**config.mk**
```make
export PLATFORM = sky130hd
export DESIGN_NAME = mem_to_stream
export DESIGN_NICKNAME = d
export VERILOG_FILES = /design/src/mem_stream_pkg.sv /design/src/mem_to_stream.sv /design/src/stream_fifo.sv
export SDC_FILE = /design/constraint.sdc
export NUM_CORES = 1
export LEC_CHECK = 0
export CORE_AREA = 5 5 98 100
export CTS_BUF_LIST = sky130_fd_sc_hd__clkbuf_4 sky130_fd_sc_hd__clkbuf_8
export DETAILED_ROUTE_END_ITERATION = 8
export DIE_AREA = 0 0 103 105
export DONT_BUFFER_PORTS = 1
export PLACE_DENSITY = 0.54
export SETUP_SLACK_MARGIN = 0.5
export SLEW_MARGIN = 20
export SYNTH_ARGS = -nofsm -noshare
export SYNTH_HDL_FRONTEND = slang
export SYNTH_SLANG_ARGS = --single-unit
```
**constraint.sdc**
```tcl
create_clock -name clk_i -period 6 [get_ports clk_i]
set_clock_uncertainty 0.15 [all_clocks]
set_input_delay 0.3 -clock clk_i [delete_from_list [all_inputs] [get_ports clk_i]]
set_output_delay 0.3 -clock clk_i [all_outputs]
set_load 0.1 [all_outputs]
```
**src/mem_stream_pkg.sv**
```systemverilog
////////////////////////////////////////
// Shared widths, types and defaults of the memory stream port
// Addresses are word addresses and there are no byte enables
// DefMemWords stays below 2**AddrWidth so the error path is reachable
////////////////////////////////////////
package mem_stream_pkg;

  // Word address width
  localparam int unsigned AddrWidth = 10;
  // Data word width
  localparam int unsigned DataWidth = 32;

  // Default memory size in words
  localparam int unsigned DefMemWords = 768;
  // Default SRAM response latency in cycles
  localparam int unsigned DefLatency = 2;

  typedef logic [AddrWidth-1:0] addr_t;
  typedef logic [DataWidth-1:0] data_t;

  // Response word with the old contents and the range error flag
  typedef struct packed {
    data_t rdata;
    logic  err;
  } resp_t;

endpackage
```
**src/mem_to_stream.sv**
```systemverilog
////////////////////////////////////////
// Adapter from a req/gnt memory without response flow control
// to a valid/ready response stream
// BufDepth bounds outstanding requests and must be 1 or more
// Memory latency must be at least one cycle
////////////////////////////////////////
`timescale 1ns/100ps

module mem_to_stream #(
  parameter int unsigned BufDepth = 2
) (
  input  logic                  clk_i,
  input  logic                  rst_ni,
  // Host request stream
  input  mem_stream_pkg::addr_t req_addr_i,
  input  logic                  req_we_i,
  input  mem_stream_pkg::data_t req_wdata_i,
  input  logic                  req_valid_i,
  output logic                  req_ready_o,
  // Host response stream
  output mem_stream_pkg::resp_t resp_o,
  output logic                  resp_valid_o,
  input  logic                  resp_ready_i,
  // Memory request channel
  output mem_stream_pkg::addr_t mem_addr_o,
  output logic                  mem_we_o,
  output mem_stream_pkg::data_t mem_wdata_o,
  output logic                  mem_valid_o,
  input  logic                  mem_gnt_i,
  // Memory response channel, no ready
  input  mem_stream_pkg::resp_t mem_rresp_i,
  input  logic                  mem_rvalid_i
);

  // Spare top bit makes a wrap visible to the checks
  localparam int unsigned CntWidth = $clog2(BufDepth + 1) + 1;

  typedef logic [CntWidth-1:0] cnt_t;

  cnt_t cnt_q;
  cnt_t cnt_d;
  logic req_fire;
  logic resp_fire;
  logic room;
  logic buf_ready;

  assign req_fire  = req_valid_i & req_ready_o;
  assign resp_fire = resp_valid_o & resp_ready_i;

  // Space for one more response, counting one that leaves this cycle
  assign room = (cnt_q < cnt_t'(BufDepth)) | resp_fire;

  // Both handshakes gated by buffer room
  assign req_ready_o = mem_gnt_i & room;
  assign mem_valid_o = req_valid_i & room;

  // Request fields pass straight through
  assign mem_addr_o  = req_addr_i;
  assign mem_we_o    = req_we_i;
  assign mem_wdata_o = req_wdata_i;

  // Outstanding count, in flight plus buffered
  always_comb begin
    cnt_d = cnt_q;
    if (req_fire && !resp_fire) begin
      cnt_d = cnt_q + cnt_t'(1);
    end else if (resp_fire && !req_fire) begin
      cnt_d = cnt_q - cnt_t'(1);
    end
  end

  always_ff @(posedge clk_i or negedge rst_ni) begin
    if (!rst_ni) begin
      cnt_q <= '0;
    end else begin
      cnt_q <= cnt_d;
    end
  end

  // Response buffer
  stream_fifo #(
    .Depth (BufDepth)
  ) u_resp_buf (
    .clk_i   (clk_i),
    .rst_ni  (rst_ni),
    .data_i  (mem_rresp_i),
    .valid_i (mem_rvalid_i),
    .ready_o (buf_ready),
    .data_o  (resp_o),
    .valid_o (resp_valid_o),
    .ready_i (resp_ready_i)
  );

  // Memory response must always find a free slot
  a_resp_not_lost: assert property (@(posedge clk_i) disable iff (!rst_ni)
    mem_rvalid_i |-> buf_ready)
    else $error("Memory response hit a full buffer");

  a_cnt_no_underflow: assert property (@(posedge clk_i) disable iff (!rst_ni)
    (cnt_q == '0) |=> (cnt_q != '1))
    else $error("Outstanding counter underflow");

  a_cnt_no_overflow: assert property (@(posedge clk_i) disable iff (!rst_ni)
    (cnt_q == cnt_t'(BufDepth)) |=> (cnt_q <= cnt_t'(BufDepth)))
    else $error("Outstanding counter overflow");

endmodule

```
**src/stream_fifo.sv**
```systemverilog
////////////////////////////////////////
// Fall-through valid/ready FIFO for response words
// An item entering an empty FIFO is visible on the output in the same cycle
// ready_o stays low while full, even in a cycle with a pop
// Depth must be 1 or more
////////////////////////////////////////
`timescale 1ns/100ps

module stream_fifo #(
  parameter int unsigned Depth = 2
) (
  input  logic                  clk_i,
  input  logic                  rst_ni,
  input  mem_stream_pkg::resp_t data_i,
  input  logic                  valid_i,
  output logic                  ready_o,
  output mem_stream_pkg::resp_t data_o,
  output logic                  valid_o,
  input  logic                  ready_i
);

  localparam int unsigned PtrWidth = (Depth > 1) ? $clog2(Depth) : 1;
  localparam int unsigned CntWidth = $clog2(Depth + 1);

  typedef logic [PtrWidth-1:0] ptr_t;
  typedef logic [CntWidth-1:0] cnt_t;

  mem_stream_pkg::resp_t mem_q [Depth];
  ptr_t wr_ptr_q;
  ptr_t rd_ptr_q;
  cnt_t cnt_q;
  cnt_t cnt_d;
  logic empty;
  logic full;
  logic push;
  logic pop;

  assign empty = (cnt_q == '0);
  assign full  = (cnt_q == cnt_t'(Depth));

  // Output side, bypass the storage while empty
  assign valid_o = ~empty | valid_i;
  assign data_o  = empty ? data_i : mem_q[rd_ptr_q];
  assign ready_o = ~full;

  // Item consumed straight from the input is never stored
  assign push = valid_i & ready_o & ~(empty & ready_i);
  // Pop only touches stored items
  assign pop  = ~empty & ready_i;

  // Occupancy update
  always_comb begin
    cnt_d = cnt_q;
    if (push && !pop) begin
      cnt_d = cnt_q + cnt_t'(1);
    end else if (pop && !push) begin
      cnt_d = cnt_q - cnt_t'(1);
    end
  end

  // Pointers and occupancy
  always_ff @(posedge clk_i or negedge rst_ni) begin
    if (!rst_ni) begin
      wr_ptr_q <= '0;
      rd_ptr_q <= '0;
      cnt_q    <= '0;
    end else begin
      cnt_q <= cnt_d;
      if (push) begin
        // Wrap at the last slot
        wr_ptr_q <= (wr_ptr_q == ptr_t'(Depth - 1)) ? '0 : wr_ptr_q + ptr_t'(1);
      end
      if (pop) begin
        rd_ptr_q <= (rd_ptr_q == ptr_t'(Depth - 1)) ? '0 : rd_ptr_q + ptr_t'(1);
      end
    end
  end

  // Storage
  always_ff @(posedge clk_i) begin
    if (push) begin
      mem_q[wr_ptr_q] <= data_i;
    end
  end

  // A push must land on a free slot, never on the oldest stored item
  a_no_push_full: assert property (@(posedge clk_i) disable iff (!rst_ni)
    push |-> (empty || (wr_ptr_q != rd_ptr_q)))
    else $error("Push into full FIFO");

  // A pop must take a stored item, never a free slot
  a_no_pop_empty: assert property (@(posedge clk_i) disable iff (!rst_ni)
    pop |-> (full || (wr_ptr_q != rd_ptr_q)))
    else $error("Pop from empty FIFO");

endmodule

```
==> results.json, run 1 <==
{
  "outcome": "finished, final reports clean",
  "syn2layout_area_growth_pct": 17.60,
  "detailed_place_hpwl_um": 3488,
  "timing.setup.critical_path_class": "reg -> out",
  "tightest_slew_ns": 1.196,
  "fin_cells": 359,
  "count_of_standard_cell_rows": 34,
  "ctsRootBufferMaster": "clkbuf_8",
  "cts_num_sinks": 73,
  "antenna_violations_before_repair": 0,
  "synth_area_um2": 3405,
  "timing.slew.headroom_pct": 20.33,
  "drt-wirelength-per-cell_um": 16.25,
  "ctsResizeCount": 0,
  "final_area_um2": 4004,
  "number_of_global_route_vias_before_repair": 1895,
  "synth_sequential_area_ratio_pct": 63.36,
  "n_antenna_cell": 0,
  "layout.core_utilization_pct": 46.59,
  "path_max_fanout": 37,
  "number_of_drc_markers_after_the_initial_detailed_route_iteration": 46,
  "route.detailed.vias_per_inst": 4.864,
  "ys_types": 22,
  "number_of_nets_in_the_layout": 332,
  "crit_required_ns": 5.55,
  "delay_of_the_slowest_cell_on_the_worst_path_ns": 0.87,
  "dr.pass1.iters": 4,
  "coreArea_um2": 8593,
  "syn-instance-count": 256,
  "worst_min_path_class": "in -> reg",
  "synthTopCellsByArea": "edfxtp_1, mux2i_1, buf_4",
  "fmax_mhz": 272.6,
  "global_route_wire_length_before_repair_um": 9280,
  "number_of_buffers_created_by_cts": 9,
  "floorplan.die.height_um": 105,
  "synth_nets": 341,
  "ctsHtreeMaxLevel": 3,
  "seqCellArea_um2": 2158,
  "end_kind": "primary output",
  "die_x_um": 103,
  "setup_viol_count_final": 0,
  "fin_hold_viols": 0,
  "final_gp_congestion": 0.6475,
  "synth.largest_area_cell": "edfxtp_1",
  "layout-drive-gt1-share_pct": 21.12,
  "gr-total-overflow": 0,
  "drt-total-wl_um": 5832,
  "critical_path.slowest_cell": "a21oi_2",
  "totalNegativeSetupSlack_ns": 0,
  "maximum_root_to_sink_buffer_count": 2,
  "placed_instances": 310,
  "cts_hold_repair.buffers": 34,
  "detailed_place.area_um2": 3343,
  "synthDominantCellAreaShare_pct": 58.21,
  "synth_warnings": 0,
  "period_minus_slack_ns": 3.668,
  "multi_input_comb_area_um2": 1144,
  "largest_net_degree_at_the_start_of_global_routing": 38,
  "postSynthAreaPerCell_um2": 13.30,
  "period_share_pct": 61.14,
  "floorplan.die_area_um2": 10820,
  "drv_cap": 0,
  "top_ports": 161,
  "clk-insertion-delay-late_ns": 0.33,
  "grt_util_all_layers_pct": 11.32,
  "worst_setup_path_start_kind": "flip-flop",
  "unrepaired_setup_endpoints_after_global_routing": "false",
  "ys_seq_elements": 73,
  "clk_pin_slew_worst_paths_ns": 0.08,
  "route.vias.total": 1746,
  "starting_utilization_of_the_core_area_pct": 39.62,
  "fillerInstances": 774,
  "worst_path_cell_chain": "or2_2, buf_4, nor2_1, a21oi_2",
  "drc": 0,
  "post-cts-setup-buffers": 0,
  "slew_viol_final": 0,
  "port-buffer-count": 0,
  "final_antenna_net_count": 0,
  "critical_path_arrival_ns": 3.22,
  "tritoncts": "done"
}
cells in the mapped netlist:
library cell	number
xnor2_1	4
xor2_1	4
dfrtp_1	7
nand2_1	1
buf_4	43
a21oi_2	3
buf_6	4
and3_1	1
a21oi_1	30
inv_1	3
mux2i_1	33
buf_2	8
edfxtp_1	66
ha_1	2
o31ai_1	1
or3_1	1
or2_1	1
and2_1	2
fa_1	1
nor2_1	38
o21ai_0	2
mux2_2	1
layout by cell type (no fill, tap or decap), types with 2 or more instances in the layout:
master / instances
edfxtp_1: 66
nor2_1: 36
dlygate4sd3_1: 34
mux2i_1: 33
a21oi_4: 25
clkbuf_8: 9
a21oi_2: 8
dfrtp_1: 6
xnor2_1: 4
xor2_1: 4
inv_1: 3
o21ai_0: 2
and2_1: 2
nor2_4: 2
ha_1: 2
bufinv_16: 2
clkinvlp_4: 2
logic make-up (layout without fill, tap and decap cells):
kind of cell / Yosys count / count (layout) / share of synthesized area [%]
XOR/XNOR: 8 / 8 / 2.058
multiplexers: 34 / 34 / 10.03
adder cells (fa/ha/maj): 3 / 3 / 1.323
flip-flops: 73 / 73 / 63.36
AND/OR/NAND/NOR: 44 / 44 / 5.219
AO/OA/AOI/OAI: 36 / 36 / 5.697
buffers and inverters: 58 / 53 / 12.31
through the flow:
step	hold slack, ns	worst slack (ns)
CTS	0.01185	2.417
finish	0.03307	2.332
global placement	-0.1454	3.001
floorplan	-0.1456	3.061
detailed placement	-0.1454	2.803
global route	0.04576	2.107
path summary, 6_finish.rpt:
check	slack, ns	from	depth (start not counted)	endpoint
max in group asynchronous	5.29	rst_ni	1	u_resp_buf.rd_ptr_q
worst min register to register	0.31	cnt_q[2]	1	cnt_q[2]
min in group asynchronous	0.14	rst_ni	1	cnt_q[2]
worst min-delay path	0.03	resp_ready_i	2	u_resp_buf.rd_ptr_q
worst max-delay path	2.33	u_resp_buf.cnt_q[0]	4	resp_o[23]
worst max register to register	2.98	u_resp_buf.cnt_q[0]	7	u_resp_buf.cnt_q[1]
layer usage:
layer / track usage, % / routed length (um) / vias up
met2: 18.56 / 3021 / 60
met5: 0 / 0 / -
met4: 4.348 / 89 / 0
li1: - / - / 841
met1: 12.71 / 2289 / 830
met3: 5.197 / 432 / 15
sequential cells by signal, summed over array words and instances (netlist names):
signal and cells:
u_resp_buf.cnt_q 2, u_resp_buf.wr_ptr_q 1, u_resp_buf.mem_q 66, u_resp_buf.rd_ptr_q 1, cnt_q 3
worst max-delay path: cells and delay by family (launching register included):
kind | cells | cell delay, ns
DFF | 1 | 0.44
AOI/OAI and AO/OA | 1 | 0.87
and+or+nand+nor | 2 | 0.87
buffers and inverters | 1 | 0.66
cell type report:
cell class,instances,area share [%]
Clock buffer,9,3.094
Clock inverter,6,2.094
Inverter,3,0.2813
Multi-Input combinational cell,125,28.56
Sequential cell,73,53.91
Tap cell,108,3.375
Timing Repair Buffer,35,8.688
Power of run 1 is left out: the tool's default activity adds up to more than one toggle a clock period on the data nets, which glitch-free logic cannot reach.
==> inputs of run 2 (changes only) <==
--- a/config.mk
+++ b/config.mk
@@ -5,12 +5,13 @@
 export SDC_FILE = /design/constraint.sdc
 export NUM_CORES = 1
 export LEC_CHECK = 0
-export CORE_AREA = 5 5 98 100
+export ABC_AREA = 1
+export CORE_AREA = 5 5 97 99
 export CTS_BUF_LIST = sky130_fd_sc_hd__clkbuf_4 sky130_fd_sc_hd__clkbuf_8
 export DETAILED_ROUTE_END_ITERATION = 8
-export DIE_AREA = 0 0 103 105
+export DIE_AREA = 0 0 102 104
 export DONT_BUFFER_PORTS = 1
-export PLACE_DENSITY = 0.54
+export PLACE_DENSITY = 0.55
 export SETUP_SLACK_MARGIN = 0.5
 export SLEW_MARGIN = 20
 export SYNTH_ARGS = -nofsm -noshare
==> constraint.sdc (replaced) <==
create_clock -name clk_i -period 3.5 [get_ports clk_i]
set_clock_uncertainty 0.15 [all_clocks]
set_input_delay 0.175 -clock clk_i [delete_from_list [all_inputs] [get_ports clk_i]]
set_output_delay 0.175 -clock clk_i [all_outputs]
set_load 0.1 [all_outputs]
==> results.json, run 2 <==
{
  "setup_viol_count_final": 0,
  "floorplan.die_area_um2": 10610,
  "drt-total-wl_um": 8109,
  "ys_seq_elements": 73,
  "synth_ff_type": "edfxtp_1",
  "dr.pass1.iters": 4,
  "placed_instances": 395,
  "n_antenna_cell": 0,
  "gr-total-overflow": 0,
  "number_of_nets_in_the_layout": 418,
  "synth_area_um2": 3383,
  "number_of_global_route_vias_before_repair": 2437,
  "seqCellArea_um2": 2157,
  "coreArea_um2": 8466,
  "worst_path_cell_chain": "nor2_4, inv_2, nor2_1, a21oi_2, buf_12",
  "period_minus_slack_ns": 2.197,
  "layout.cells.most_common": "edfxtp_1",
  "synth_async_sr_flop_share_pct": 9.589,
  "period_share_pct": 62.78,
  "starting_utilization_of_the_core_area_pct": 39.96,
  "number_of_buffers_created_by_cts": 9,
  "synthTopCellsByArea": "edfxtp_1, a21oi_1, buf_4",
  "clk-insertion-delay-late_ns": 0.33,
  "timing.slew.headroom_pct": 32.90,
  "path_max_fanout": 34,
  "syn-instance-count": 304,
  "totalNegativeSetupSlack_ns": 0,
  "outcome": "finished, final reports clean",
  "detailed_place_hpwl_um": 4917,
  "route.vias.total": 2225,
  "worst_setup_path_start_kind": "flip-flop",
  "largest_net_degree_at_the_start_of_global_routing": 35,
  "delay_of_the_slowest_cell_on_the_worst_path_ns": 0.48,
  "fillerInstances": 730,
  "route.detailed.vias_per_inst": 4.989,
  "synth.largest_area_cell": "edfxtp_1",
  "final_gp_congestion": 0.7072,
  "count_of_standard_cell_rows": 34,
  "die_x_um": 102,
  "tritoncts": "done",
  "commonest_cells_after_routing_fill_and_taps_aside": "edfxtp_1, nand2_1, dlygate4sd3_1",
  "max_flop_register": "u_resp_buf.mem_q",
  "ctsHtreeMaxLevel": 3,
  "critical_path_arrival_ns": 1.87,
  "unrepaired_setup_endpoints_after_global_routing": "false",
  "antenna_violations_before_repair": 0,
  "reg_top3": "u_resp_buf.mem_q: 66 flops, cnt_q: 3 flops, u_resp_buf.cnt_q: 2 flops",
  "port-buffer-count": 0,
  "detailed_place.area_um2": 3961,
  "synthDominantCellAreaShare_pct": 58.58,
  "layout-drive-gt1-share_pct": 27.51,
  "critical_path.slowest_cell": "inv_2",
  "timing.setup.critical_path_class": "reg -> out",
  "ctsRootBufferMaster": "clkbuf_8",
  "final_area_um2": 4502,
  "yosys.cell_count.top_type": "a21oi_1",
  "layout.core_utilization_pct": 53.18,
  "end_kind": "primary output",
  "slew_viol_final": 0,
  "clk_pin_slew_worst_paths_ns": 0.07,
  "crit_required_ns": 3.17,
  "syn2layout_area_growth_pct": 33.06,
  "synth_sequential_area_ratio_pct": 63.76,
  "netlist_top_cells_count": "a21oi_1, edfxtp_1, nand2_1",
  "drv_cap": 0,
  "synth_nets": 389,
  "final_antenna_net_count": 0,
  "grt_util_all_layers_pct": 15.53,
  "synth_warnings": 0,
  "ctsResizeCount": 0,
  "postSynthAreaPerCell_um2": 11.13,
  "largest_register_ff_count": 66,
  "worst_min_path_class": "in -> async",
  "floorplan.die.height_um": 104,
  "cts_num_sinks": 73,
  "fmax_mhz": 455.1,
  "fin_hold_viols": 0,
  "number_of_flops_mapped_to_enable_cells_by_yosys": 66,
  "multi_input_comb_area_um2": 918.4,
  "maximum_root_to_sink_buffer_count": 2,
  "ys_types": 21,
  "top_ports": 161,
  "tightest_slew_ns": 1.004,
  "global_route_wire_length_before_repair_um": 12810,
  "drt-wirelength-per-cell_um": 18.18,
  "drc": 0,
  "fin_cells": 446,
  "number_of_drc_markers_after_the_initial_detailed_route_iteration": 99
}
[run 2: changes by cell type in the layout (fill, tap and decap cells not counted), moves of 2 or more]
cell	delta
inv_1	+7
a21oi_2	+26
nand2_1	+45
xor2_1	-2
and2_1	-2
mux2i_1	-33
nor2_1	-2
a21oi_4	-25
a21oi_1	+33
buf_12	+33
buf_4	+5
[run 2: final cells by class]
type	instances	area share, %
timing repair buffer	74	23.46
tap	108	3.002
multi-input combinational	163	20.40
sequential	73	47.92
clock buffer	10	2.918
inverter	12	1.001
clock inverter	6	1.306
[run 2: kinds of logic (layout without fill, tap and decap cells)]
group           count (synthesis)  in the layout  synth area share (%)
fa+ha+maj                       3              3                 1.331
xor+xnor                        6              6                 1.553
compound gates                 68             68                 10.06
flops                          73             73                 63.76
simple gates                   86             86                 9.985
buf+inv                        68            102                 13.31
[run 2: final timing paths]
path	startpoint	endpoint	slack (ns)	cells past startpoint
setup / recovery	u_resp_buf.cnt_q[0]	resp_o[18]	1.30	5
hold / removal	rst_ni	u_resp_buf.cnt_q[0]	0.03	1
setup reg to reg	u_resp_buf.cnt_q[0]	u_resp_buf.cnt_q[1]	1.36	6
hold reg to reg	cnt_q[2]	cnt_q[2]	0.33	1
max in group asynchronous	rst_ni	cnt_q[2]	2.92	1
min in group clk_i	mem_rvalid_i	u_resp_buf.wr_ptr_q	0.03	2
[run 2: metal layers]
metal,up-vias,share of wire [%],GRT usage [%]
met5,-,0,0
met2,63,50,25.30
met1,1069,40,18.59
met4,0,4.1,8.716
li1,1052,-,-
met3,41,6.5,3.555
[run 2: repair_timing]
item,in CTS,in global routing
endpoints found under the hold margin,74,0
hold buffers,35,0
buffers inserted,0,0
[run 2: critical path, delay by kind of cell (launching register included)]
kind / cells / cell delay [ns]
buffers and inverters: 2 / 0.69
AO/OA/AOI/OAI: 1 / 0.23
flip-flops: 1 / 0.43
AND/OR/NAND/NOR: 2 / 0.18
[run 2: metrics by stage]
step / hold WS (ns) / setup slack [ns]
detailed placement: -0.2702 / 1.340
finish: 0.02750 / 1.303
CTS: 0.01726 / 1.253
global placement: -0.2702 / 1.372
floorplan: -0.2706 / 0.7545
global route: 0.04194 / 1.154
Power of run 2 is left out for the same reason.
